===== src/include/regRename_cfg.svh =====
`ifndef REGRENAME_CFG_SVH
`define REGRENAME_CFG_SVH

// source operand read ports on the alias table
`define RR_READ_PORTS 2

// width of a rename tag
`define RR_TAG_BITS 6

// reorder buffer entries, a power of two below half the tag space
`define RR_ROB_DEPTH 16

// index into the reorder buffer, log2 of the depth
`define RR_ROB_IDX_BITS 4

`endif


===== src/verilog/renamePkg.sv =====
`include "regRename_cfg.svh"

package renamePkg;

    // one architectural register in the alias table
    // avail set means value is the committed result
    // avail clear means tag names the pending writer
    typedef struct packed {
        logic                    avail;
        logic [`RR_TAG_BITS-1:0] tag;
        logic [31:0]             value;
    } ratEntry;

    // tag view of an operand word with the tag in the low bits
    typedef struct packed {
        logic [31-`RR_TAG_BITS:0] pad;
        logic [`RR_TAG_BITS-1:0]  tag;
    } operandTag;

    // operand handed to issue
    // the ready bit next to it selects which view is meaningful
    typedef union packed {
        logic [31:0] value;
        operandTag   pend;
    } operandWord;

endpackage


===== src/verilog/registerAliasTable.sv =====
`timescale 1ns/100ps
`include "regRename_cfg.svh"

module registerAliasTable (
    input  logic                    clk,
    input  logic                    rst,
    // rename request, already qualified by the reorder buffer
    input  logic                    issueEn,
    input  logic [4:0]              issueDest,
    input  logic [4:0]              issueSrc [`RR_READ_PORTS],
    // in-order commit from the reorder buffer head
    input  logic                    commitValid,
    input  logic [4:0]              commitReg,
    input  logic [`RR_TAG_BITS-1:0] commitTag,
    input  logic [31:0]             commitResult,
    // flush strobe for everything younger than branchTag
    input  logic                    branchTaken,
    input  logic [`RR_TAG_BITS-1:0] branchTag,
    // tag given to the instruction presented this cycle
    output logic [`RR_TAG_BITS-1:0] issueTag,
    // raw entry fields per source port
    output logic                    srcAvail [`RR_READ_PORTS],
    output logic [`RR_TAG_BITS-1:0] srcTag [`RR_READ_PORTS],
    output logic [31:0]             srcValue [`RR_READ_PORTS]
);

    // rename map, one record per architectural register
    renamePkg::ratEntry ratMem [32];

    // next tag to hand out
    logic [`RR_TAG_BITS-1:0] tagCnt;

    // distance of each pending tag from the branch
    logic [`RR_TAG_BITS-1:0] tagDelta [32];
    // pending writer is younger than the branch
    logic flushHit [32];

    // commit qualifiers
    logic commitWr;
    logic commitClear;

    assign issueTag = tagCnt;

    // register zero is hardwired, so commits to it are dropped
    assign commitWr = commitValid && (commitReg != 5'd0);

    // only the writer the map still points at may release the register
    // an older writer of a renamed register leaves it pending
    assign commitClear = commitWr && (ratMem[commitReg].tag == commitTag);

    // combinational source lookup
    always_comb begin
        for (int p = 0; p < `RR_READ_PORTS; p++) begin
            srcAvail[p] = ratMem[issueSrc[p]].avail;
            srcTag[p]   = ratMem[issueSrc[p]].tag;
            srcValue[p] = ratMem[issueSrc[p]].value;
        end
    end

    // age test by signed tag difference
    // positive means the register's writer came after the branch
    always_comb begin
        for (int r = 0; r < 32; r++) begin
            tagDelta[r] = ratMem[r].tag - branchTag;
            flushHit[r] = !ratMem[r].avail && ($signed(tagDelta[r]) > 0);
        end
    end

    always_ff @(posedge clk) begin
        if (rst) begin
            tagCnt <= '0;
            // all registers start committed with value zero
            for (int r = 0; r < 32; r++) begin
                ratMem[r].avail <= 1'b1;
                ratMem[r].value <= '0;
            end
        end else if (branchTaken) begin
            // restart numbering right after the branch
            tagCnt <= branchTag + 1'b1;
            // flushed writers fall back to the last committed value
            for (int r = 0; r < 32; r++) begin
                if (flushHit[r]) begin
                    ratMem[r].avail <= 1'b1;
                end
            end
        end else begin
            if (commitWr) begin
                ratMem[commitReg].value <= commitResult;
                if (commitClear) begin
                    ratMem[commitReg].avail <= 1'b1;
                end
            end
            // issue comes second so a same-edge rename of the
            // committing register keeps it pending on the new tag
            if (issueEn) begin
                tagCnt <= tagCnt + 1'b1;
                if (issueDest != 5'd0) begin
                    ratMem[issueDest].avail <= 1'b0;
                    ratMem[issueDest].tag   <= tagCnt;
                end
            end
        end
    end

    // issue and flush arrive from outside and the reorder buffer
    // neither may be seen while the core is held in reset
    assert property (@(posedge clk) rst |-> (!issueEn && !branchTaken))
        else $error("issue or flush strobe seen during reset");

endmodule


===== src/verilog/reorderBuffer.sv =====
`timescale 1ns/100ps
`include "regRename_cfg.svh"

module reorderBuffer (
    input  logic                    clk,
    input  logic                    rst,
    input  logic                    issueValid,
    input  logic [4:0]              issueDest,
    // write slot comes from the alias table tag counter
    input  logic [`RR_TAG_BITS-1:0] issueTag,
    input  logic                    exValid,
    input  logic [`RR_TAG_BITS-1:0] exTag,
    input  logic [31:0]             exResult,
    input  logic                    branchTaken,
    input  logic [`RR_TAG_BITS-1:0] branchTag,
    output logic                    issueAccept,
    output logic                    commitValid,
    output logic [4:0]              commitReg,
    output logic [`RR_TAG_BITS-1:0] commitTag,
    output logic [31:0]             commitResult
);

    localparam int Depth   = `RR_ROB_DEPTH;
    localparam int IdxBits = `RR_ROB_IDX_BITS;
    localparam int TagBits = `RR_TAG_BITS;
    localparam int CntBits = IdxBits + 1;

    // per entry control and payload
    logic               robValid  [Depth];
    logic               robDone   [Depth];
    logic [4:0]         robDest   [Depth];
    logic [31:0]        robResult [Depth];

    // oldest live tag and number of live entries
    logic [TagBits-1:0] headTag;
    logic [CntBits-1:0] count;

    logic [IdxBits-1:0] headIdx;
    logic [IdxBits-1:0] issueIdx;
    logic [IdxBits-1:0] exIdx;
    logic               full;

    // result window check
    logic [TagBits-1:0] exOff;
    logic               exInFlight;
    logic               exTake;

    // state after a flush
    logic [TagBits-1:0] brOff;
    logic [CntBits-1:0] brCount;
    logic [TagBits-1:0] brHead;
    logic [IdxBits-1:0] slotOff [Depth];
    logic               keep    [Depth];

    assign headIdx  = headTag[IdxBits-1:0];
    assign issueIdx = issueTag[IdxBits-1:0];
    assign exIdx    = exTag[IdxBits-1:0];
    assign full     = (count == CntBits'(Depth));

    // no issue while full or while a flush is under way
    assign issueAccept = issueValid && !full && !branchTaken;

    // head retires once its result is in
    assign commitValid  = robValid[headIdx] && robDone[headIdx];
    assign commitReg    = robDest[headIdx];
    assign commitTag    = headTag;
    assign commitResult = robResult[headIdx];

    // results for tags outside the live window were flushed
    assign exOff      = exTag - headTag;
    assign exInFlight = exOff < TagBits'(count);
    assign exTake     = exValid && exInFlight;

    always_comb begin
        brOff = branchTag - headTag;
        if ($signed(brOff) < 0) begin
            // branch already retired so the window empties
            brCount = '0;
            brHead  = branchTag + 1'b1;
        end else begin
            // keep head up to and including the branch
            brCount = brOff[CntBits-1:0] + 1'b1;
            brHead  = headTag;
        end
        for (int i = 0; i < Depth; i++) begin
            slotOff[i] = IdxBits'(i) - headIdx;
            keep[i]    = {1'b0, slotOff[i]} < brCount;
        end
    end

    always_ff @(posedge clk) begin
        if (rst) begin
            headTag <= '0;
            count   <= '0;
            for (int i = 0; i < Depth; i++) begin
                robValid[i] <= 1'b0;
                robDone[i]  <= 1'b0;
            end
        end else begin
            if (exTake) begin
                robDone[exIdx] <= 1'b1;
            end
            if (branchTaken) begin
                // commit waits one edge behind the flush
                headTag <= brHead;
                count   <= brCount;
                for (int i = 0; i < Depth; i++) begin
                    if (!keep[i]) begin
                        robValid[i] <= 1'b0;
                    end
                end
            end else begin
                if (commitValid) begin
                    robValid[headIdx] <= 1'b0;
                    headTag           <= headTag + 1'b1;
                end
                if (issueAccept) begin
                    robValid[issueIdx] <= 1'b1;
                    robDone[issueIdx]  <= 1'b0;
                end
                count <= count + CntBits'(issueAccept) - CntBits'(commitValid);
            end
        end
    end

    // payload written alongside the control bits
    always_ff @(posedge clk) begin
        if (issueAccept) begin
            robDest[issueIdx] <= issueDest;
        end
        if (exTake) begin
            robResult[exIdx] <= exResult;
        end
    end

    // tail slot from the alias table is free on every accepted issue
    // a full buffer would show it still occupied
    assert property (@(posedge clk) disable iff (rst) issueAccept |-> !robValid[issueIdx])
        else $error("issue accepted into an occupied slot");

    // live window and entry valid bits stay in step
    assert property (@(posedge clk) disable iff (rst)
        (exValid && exInFlight) |-> robValid[exIdx])
        else $error("result names a free reorder buffer entry");

endmodule


===== src/verilog/operandSelect.sv =====
`timescale 1ns/100ps
`include "regRename_cfg.svh"

module operandSelect (
    input  logic [4:0]              srcReg [`RR_READ_PORTS],
    input  logic                    srcAvail [`RR_READ_PORTS],
    input  logic [`RR_TAG_BITS-1:0] srcTag [`RR_READ_PORTS],
    input  logic [31:0]             srcValue [`RR_READ_PORTS],
    // commit under way this cycle
    input  logic                    commitValid,
    input  logic [4:0]              commitReg,
    input  logic [`RR_TAG_BITS-1:0] commitTag,
    input  logic [31:0]             commitResult,
    output renamePkg::operandWord   opWord [`RR_READ_PORTS],
    output logic                    opReady [`RR_READ_PORTS]
);

    // pending source whose writer is retiring right now
    logic fwdHit [`RR_READ_PORTS];

    always_comb begin
        for (int p = 0; p < `RR_READ_PORTS; p++) begin
            fwdHit[p] = !srcAvail[p] && commitValid &&
                        (commitReg == srcReg[p]) && (commitTag == srcTag[p]);

            if (srcReg[p] == 5'd0) begin
                // register zero is constant
                opReady[p]      = 1'b1;
                opWord[p].value = '0;
            end else if (fwdHit[p]) begin
                // bypass the table write that lands next edge
                opReady[p]      = 1'b1;
                opWord[p].value = commitResult;
            end else if (srcAvail[p]) begin
                opReady[p]      = 1'b1;
                opWord[p].value = srcValue[p];
            end else begin
                // hand the tag to issue so it can wake up later
                opReady[p]         = 1'b0;
                opWord[p].pend.pad = '0;
                opWord[p].pend.tag = srcTag[p];
            end
        end
    end

endmodule


===== src/verilog/renameStage.sv =====
`timescale 1ns/100ps
`include "regRename_cfg.svh"

module renameStage (
    input  logic                    clk,
    input  logic                    rst,
    input  logic                    issueValid,
    input  logic [4:0]              issueDest,
    input  logic [4:0]              issueSrc [`RR_READ_PORTS],
    input  logic                    exValid,
    input  logic [`RR_TAG_BITS-1:0] exTag,
    input  logic [31:0]             exResult,
    input  logic                    branchTaken,
    input  logic [`RR_TAG_BITS-1:0] branchTag,
    output logic                    issueAccept,
    output logic [`RR_TAG_BITS-1:0] issueTag,
    output renamePkg::operandWord   opWord [`RR_READ_PORTS],
    output logic                    opReady [`RR_READ_PORTS],
    output logic                    commitValid,
    output logic [4:0]              commitReg,
    output logic [`RR_TAG_BITS-1:0] commitTag,
    output logic [31:0]             commitResult
);

    // raw table entries for each source
    logic                    srcAvail [`RR_READ_PORTS];
    logic [`RR_TAG_BITS-1:0] srcTag [`RR_READ_PORTS];
    logic [31:0]             srcValue [`RR_READ_PORTS];

    registerAliasTable i_rat (
        .clk          (clk),
        .rst          (rst),
        .issueEn      (issueAccept),
        .issueDest    (issueDest),
        .issueSrc     (issueSrc),
        .commitValid  (commitValid),
        .commitReg    (commitReg),
        .commitTag    (commitTag),
        .commitResult (commitResult),
        .branchTaken  (branchTaken),
        .branchTag    (branchTag),
        .issueTag     (issueTag),
        .srcAvail     (srcAvail),
        .srcTag       (srcTag),
        .srcValue     (srcValue)
    );

    reorderBuffer i_rob (
        .clk          (clk),
        .rst          (rst),
        .issueValid   (issueValid),
        .issueDest    (issueDest),
        .issueTag     (issueTag),
        .exValid      (exValid),
        .exTag        (exTag),
        .exResult     (exResult),
        .branchTaken  (branchTaken),
        .branchTag    (branchTag),
        .issueAccept  (issueAccept),
        .commitValid  (commitValid),
        .commitReg    (commitReg),
        .commitTag    (commitTag),
        .commitResult (commitResult)
    );

    operandSelect i_opSel (
        .srcReg       (issueSrc),
        .srcAvail     (srcAvail),
        .srcTag       (srcTag),
        .srcValue     (srcValue),
        .commitValid  (commitValid),
        .commitReg    (commitReg),
        .commitTag    (commitTag),
        .commitResult (commitResult),
        .opWord       (opWord),
        .opReady      (opReady)
    );

endmodule


===== config.mk =====
export PLATFORM = sky130hd
export DESIGN_NAME = renameStage
export DESIGN_NICKNAME = d
export VERILOG_FILES = /design/src/verilog/renamePkg.sv /design/src/verilog/registerAliasTable.sv /design/src/verilog/reorderBuffer.sv /design/src/verilog/operandSelect.sv /design/src/verilog/renameStage.sv
export VERILOG_INCLUDE_DIRS = /design/src /design/src/include
export SDC_FILE = /design/constraint.sdc
export NUM_CORES = 2
export LEC_CHECK = 0
export BUFFER_PORTS_ARGS = -buffer_cell sky130_fd_sc_hd__buf_2
export CAP_MARGIN = 20
export CORE_MARGIN = 2
export CORE_UTILIZATION = 35
export CTS_CLUSTER_SIZE = 16
export DETAILED_ROUTE_END_ITERATION = 6
export PLACE_DENSITY = 0.52
export SLEW_MARGIN = 20
export SYNTH_ARGS = -nofsm -noshare
export SYNTH_HDL_FRONTEND = slang
export SYNTH_HIERARCHICAL = 1
export SYNTH_SLANG_ARGS = --single-unit

===== constraint.sdc =====
create_clock -name clk -period 4.2 [get_ports clk]
set_input_delay 0 -clock clk [delete_from_list [all_inputs] [get_ports clk]]
set_output_delay 0 -clock clk [all_outputs]
set_load 0.05 [all_outputs]

### Word level (Yosys, flattened, before mapping)

Memory sizes are Yosys's and may differ from the RTL's. A register that Yosys moved wholly into a read port is not among the register bits.
Cells that the tools add are included.

| word-level totals | value |
|---|---|
| memories kept | 5 |
| logic and storage cells | 576 |
| bits in registers | 17 |
| output and inout port bits | 117 |
| input port bits | 64 |
| bits in writable memories | 1872 |

| cells by class | value |
|---|---|
| bitwise gates (word level) | 48 |
| eq/ne operators | 7 |
| magnitude comparators | 50 |
| reductions and logical operators | 93 |
| multiplexer cells | 314 |
| add/sub/neg operators | 56 |

Memory list:

| memory | depth | width | rd ports | clocked after memory_dff | write ports | line | source |
|---|---|---|---|---|---|---|---|
| i_rat.ratMem | 32 | 39 | 35 | 0 | 32 | registerAliasTable.sv:28 | `renamePkg::ratEntry ratMem [32];` |
| i_rob.robResult | 16 | 32 | 1 | 1 | 1 | reorderBuffer.sv:32 | `logic [31:0] robResult [Depth];` |
| i_rob.robDest | 16 | 5 | 1 | 1 | 1 | reorderBuffer.sv:31 | `logic [4:0] robDest [Depth];` |
| i_rob.robDone | 16 | 1 | 1 | 1 | 16 | reorderBuffer.sv:30 | `logic robDone [Depth];` |
| i_rob.robValid | 16 | 1 | 1 | 1 | 16 | reorderBuffer.sv:29 | `logic robValid [Depth];` |

Operator list:

| kind | number |
|---|---|
| $mux 1 | 283 |
| $sub 6x6->6 | 34 |
| $gt 6x1->1 const B | 32 |
| $mux 32 | 6 |
| $lt 4x5->1 | 16 |
| $mux 39 | 2 |
| $reduce_or 39->1 | 2 |
| $mux 4 | 12 |
| $or 1x1->1 | 48 |
| $logic_and 1x1->1 | 44 |
| $logic_not 1->1 | 36 |
| $sub 4x4->4 const A | 8 |
| $mux 6 | 5 |
| $mux 5 | 4 |
| $add 6x1->6 const B | 3 |
| $eq 6x6->1 | 3 |
| $sub 3x4->4 const A | 4 |
| $eq 5x5->1 | 2 |
| $logic_not 5->1 | 2 |
| $reduce_bool 5->1 | 2 |
| $sub 1x4->4 const A | 2 |
| $sub 2x4->4 const A | 2 |
| $lt 6x1->1 const B | 1 |
| $lt 6x5->1 | 1 |
| other kinds (9) | 14 |

### Depth between registers and ports, before layout

| depth | value |
|---|---|
| depth after elaboration | 10 |
| depth in mapped cells | 17 |
| gate-level depth less buffers | 15 |

### By module

The synthesis kept the hierarchy.

Modules (own cells, without submodules):

| module | area each (um^2) | cells an instance | sequential area each (um^2) | instances |
|---|---|---|---|---|
| registerAliasTable | 73040.1 | 4686 | 37275.8 | 1 |
| reorderBuffer | 26394.1 | 1372 | 18718.0 | 1 |
| operandSelect | 1466.4 | 272 | 0.0 | 1 |

### Worst setup path before layout

OpenSTA, ideal clock, no wires.

| timing path | value |
|---|---|
| kind | register to register |
| from | register i_rob.headTag[1], in the netlist i_rob/commitTag[1] |
| to | memory i_rob.robResult[13][0], enable pin |
| path buffers | 0 |
| path slack | -0.693 ns |
| data arrival time | 4.471 ns |
| required time | 3.779 ns |
| stages on the path, launching flop included | 11 |
| library setup time | 0.421 ns |
| period minus slack after synthesis | 4.893 ns |
| path through | dfxtp_1 -> inv_1 -> fa_1 -> ha_1 -> a21boi_0 -> o21a_1 -> o21a_1 -> o21ai_0 -> o2111a_1 -> nand4_1 -> nor2_1 |

| on the way | value |
|---|---|
| word-level cells in the longest chain between the ends | 5 |

Ends and longest elaborated chain:

| item | line | source |
|---|---|---|
| start: declaration | reorderBuffer.sv:35 | `logic [TagBits-1:0] headTag;` |
| start signal: assignment | reorderBuffer.sv:105 | `headTag <= brHead;` |
| start signal: assignment | reorderBuffer.sv:115 | `headTag <= headTag + 1'b1;` |
| $sub 6x6->6 | reorderBuffer.sv:70 | `assign exOff = exTag - headTag;` |
| $lt 6x5->1 | reorderBuffer.sv:71 | `assign exInFlight = exOff < TagBits'(count);` |
| $logic_and 1x1->1 | reorderBuffer.sv:72 | `assign exTake = exValid && exInFlight;` |
| $mux 1 | reorderBuffer.sv:131 | `if (exTake) begin` |
| $mux 1 (implied by the code) | reorderBuffer.sv:132 | `robResult[exIdx] <= exResult;` |
| end: declaration | reorderBuffer.sv:32 |  |

No other way between the ends.

==> impl_metrics.env <==
export IMPL_crit_type="reg -> out"
export IMPL_synthMuxAreaShare_pct=23.6
export IMPL_drive_gt1_share_pct=30.2
export IMPL_clock_latency_ns=0.93
export IMPL_yosysTopAreaCell="edfxtp_1"
export IMPL_period_share_pct=105
export IMPL_die_h_um=541
export IMPL_path_clk_slew_ns=0.06
export IMPL_min_delay_path_class="in -> reg"
export IMPL_power_leakage_nw=41.2
export IMPL_numPortBuffers=180
export IMPL_synthAdderAreaFrac_pct=3.38
export IMPL_drt_iter0_drc=7271
export IMPL_first_global_vias=63800
export IMPL_fp_dieW_um=541
export IMPL_failed_checks="negative setup slack"
export IMPL_ios=181
export IMPL_critPathLaunchType="flip-flop"
export IMPL_tightest_slew_ns=1.15
export IMPL_synth_most_common_cell="edfxtp_1"
export IMPL_grt_max_degree=99
export IMPL_drtAntennaViolNets=0
export IMPL_synthXorXnorAreaFrac_pct=1.96
export IMPL_ys_top_cells_by_area="edfxtp_1 54%, mux4_2 22%, and2_1 6.2%, ha_1 2.6%, dfxtp_1 1.7%"
export IMPL_setup_ws_ns=-0.193
export IMPL_yosys_warnings=6
export IMPL_dp_hpwl_um=221000
export IMPL_critPathRequiredTime_ns=4.20
export IMPL_slew_headroom_pct=22.9
export IMPL_syn_cell_area_mm2=0.101
export IMPL_status="finished with violations"
export IMPL_finalSetupViolCount=72
export IMPL_drv_cap=0
export IMPL_ir_drop_mv=0.372
export IMPL_finalHoldViolCount=0
export IMPL_syn_inst=6330
export IMPL_cp_slowest_cell="mux4_2"
export IMPL_finish_utilization_pct=41.2
export IMPL_synth_seq_area_share_pct=55.5
export IMPL_grt_pass1_wl_um=496000
export IMPL_power_net_switching_w=0.0158
export IMPL_routed_wl_um=353000
export IMPL_avgSynthCellArea_um2=15.9
export IMPL_nets=7012
export IMPL_die_area_mm2=0.293
export IMPL_post_place_ws_ns=0.0662
export IMPL_synth_cell_types=88
export IMPL_nFillCells=25900
export IMPL_p_int_w=0.0364
export IMPL_finalCriticalPeriod_ns=4.39
export IMPL_clock_sinks=1893
export IMPL_fin_hold_ws_ns=0.0639
export IMPL_dpl_cell_area_mm2=0.110
export IMPL_ys_ff_latch=1893
export IMPL_seqPwrFrac_pct=41.3
export IMPL_avgRoutedWirePerCell_um=33.1
export IMPL_grt_usage_pct=23.9
export IMPL_slowest_delay_ns=0.58
export IMPL_firstDrtPassIters=6
export IMPL_crit_arrival_ns=4.39
export IMPL_comb_power_share_pct=22.9
export IMPL_critical_path_cell_chain="mux4_2 > mux4_2 > mux2_2 > xor2_1 > nor4_2 > nand3_2 > buf_12 > o21ai_1 > buf_4 > buf_12"
export IMPL_synth_top_family_by_area="multiplexers"
export IMPL_synth_edf_count=1808
export IMPL_grt_busiest_layer="met2"
export IMPL_skew_ns=0.0642
export IMPL_core_mm2=0.287
export IMPL_p_sw_share_pct=30.2
export IMPL_synth_simple_area_share_pct=9.72
export IMPL_cts_tree="yes"
export IMPL_power_density_mw_per_mm2=441
export IMPL_syn_to_final_growth_pct=17.3
export IMPL_cp_end_kind="output port"
export IMPL_gp_congestion=0.929
export IMPL_vias=62300
export IMPL_synth_flop_cell="edfxtp_1"
export IMPL_critical_path_top_delay_family="multiplexers"
export IMPL_async_reset_ff_share_pct=0
export IMPL_synth_commonest_cells="1808 x edfxtp_1, 995 x and2_1, 967 x mux4_2"
export IMPL_vias_per_cell=5.84
export IMPL_cts_buffer_depth=4
export IMPL_start_util_pct=35.1
export IMPL_antenna_found_initial=33
export IMPL_clockPowerShare_pct=35.8
export IMPL_grt_util_met1_pct=31.8
export IMPL_htreeDepth=4
export IMPL_fmax_mhz=228
export IMPL_grt_overflow_total=0
export IMPL_rows=197
export IMPL_cp_buffers_inverters=3
export IMPL_grt_use_met3_pct=3.87
export IMPL_worstPathMaxFanout=33
export IMPL_slew_violations=0
export IMPL_cts_buffers=216
export IMPL_drc=0
export IMPL_fin_area_mm2=0.118
export IMPL_grt_util_met2_pct=39.6
export IMPL_synth_top_area_share_pct=53.8
export IMPL_tns_ns=-6.33
export IMPL_synth_compound_area_share_pct=3.29
export IMPL_root_buffer="clkbuf_16"
export IMPL_rsz0062_at_grt="yes"
logic make-up (layout without fill, tap and decap cells):
| group | after synthesis | after routing |
|---|---|---|
| xor+xnor | 226 | 226 |
| simple gates | 1666 | 1666 |
| other cells | 1 | 49 |
| mux | 1157 | 1157 |
| fa+ha+maj | 252 | 252 |
| flops | 1893 | 1893 |
| compound gates | 508 | 508 |
| buf+inv | 627 | 1141 |
cells in the final DEF (no fill, tap or decap), drive strengths merged, types with 80 or more instances in the layout:
master | Yosys | routed
ha | 211 | 211
edfxtp | 1808 | 1808
dlygate4sd3 | 0 | 84
nand3 | 125 | 125
mux2 | 80 | 80
o21ai | 122 | 122
xnor2 | 98 | 98
xor2 | 128 | 128
buf | 138 | 549
nor2 | 133 | 133
clkbuf | 380 | 272
mux2i | 110 | 110
nand2 | 159 | 159
and2 | 996 | 996
clkinv | 0 | 98
inv | 108 | 115
dfxtp | 85 | 85
a21oi | 127 | 127
mux4 | 967 | 967
repair_timing:
action                                 CTS  global route
setup endpoints to repair               84           128
hold buffers                            85             0
cloned                                   0             2
endpoints found under the hold margin  799             0
pin swaps                                3             6
buffers inserted                         9            12
gates resized for setup                 68            56
worst paths after layout:
| path | start | end | cells after the start | slack, ns |
|---|---|---|---|---|
| worst max-delay path | i_rat/ratMem[27][36] | opWord[41] | 10 | -0.19 |
| worst min-delay path | exResult[16] | i_rob/robResult[15][16] | 2 | 0.06 |
| worst max register to register | flip-flop | i_rat/ratMem[28][38] | 15 | -0.03 |
| worst min register to register | i_rob/robDone[1] | i_rob/robDone[1] | 2 | 0.46 |
through the flow:
| stage | total power [W] | std cells |
|---|---|---|
| 5_1_grt | 0.0538 | 10700 |
| 2_1_floorplan | 0.0287 | 6367 |
| 4_1_cts | 0.0523 | 10600 |
| 3_3_place_gp | 0.0334 | 10200 |
| 3_5_place_dp | 0.0335 | 10200 |
| 6_report | 0.0522 | 10700 |
area by class of cell:
class                   count  area [um^2]  area share, %
diodes                     11         27.5         0.0233
clock buffers             269         5680           4.79
clock inverters           128         1210           1.02
inverters                 108          413          0.349
multi-input cells        3847        43000           36.4
flip-flops and latches   1893        56000           47.3
well taps                3781         4730           4.00
repair buffers            636         7250           6.12
sequential cells by signal, indices dropped and copies added, names as in the netlist, named ones only:
signal,count
i_rat/ratMem,1248
i_rob/robResult,512
i_rob/robDest,80
i_rob/robDone,16
i_rob/robValid,16
i_rat/issueTag,6
i_rob/commitTag,6
i_rob/count,5
layer usage:
layer / part of all wire, % / vias to the layer above
met3: 7.8 / 546
li1: - / 25700
met5: 0.026 / -
met4: 3.5 / 14
met1: 40 / 33100
met2: 49 / 2876
worst register-to-register path, cell delays in order, from the launching register on:
cell and delay, ns:
dfxtp_4 0.36, buf_12 0.12, buf_6 0.15, buf_4 0.13, mux4_2 0.52, mux4_2 0.58
buf_4 0.22, or4b_4 0.60, o22ai_2 0.19, nor4_1 0.08, buf_4 0.14, and3_4 0.18
nor4b_4 0.30, buf_12 0.26, nand4b_1 0.19, o22ai_2 0.14
power groups by stage:
stage / Combinational, W / Clock, W / Sequential (W)
2_1_floorplan: 0.00687 / 0 / 0.0219
3_3_place_gp: 0.0115 / 0 / 0.0219
3_5_place_dp: 0.0115 / 0 / 0.0220
4_1_cts: 0.0118 / 0.0190 / 0.0215
5_1_grt: 0.0125 / 0.0197 / 0.0216
6_report: 0.0119 / 0.0187 / 0.0215
Note: power is estimated with default switching activity, not from simulation.
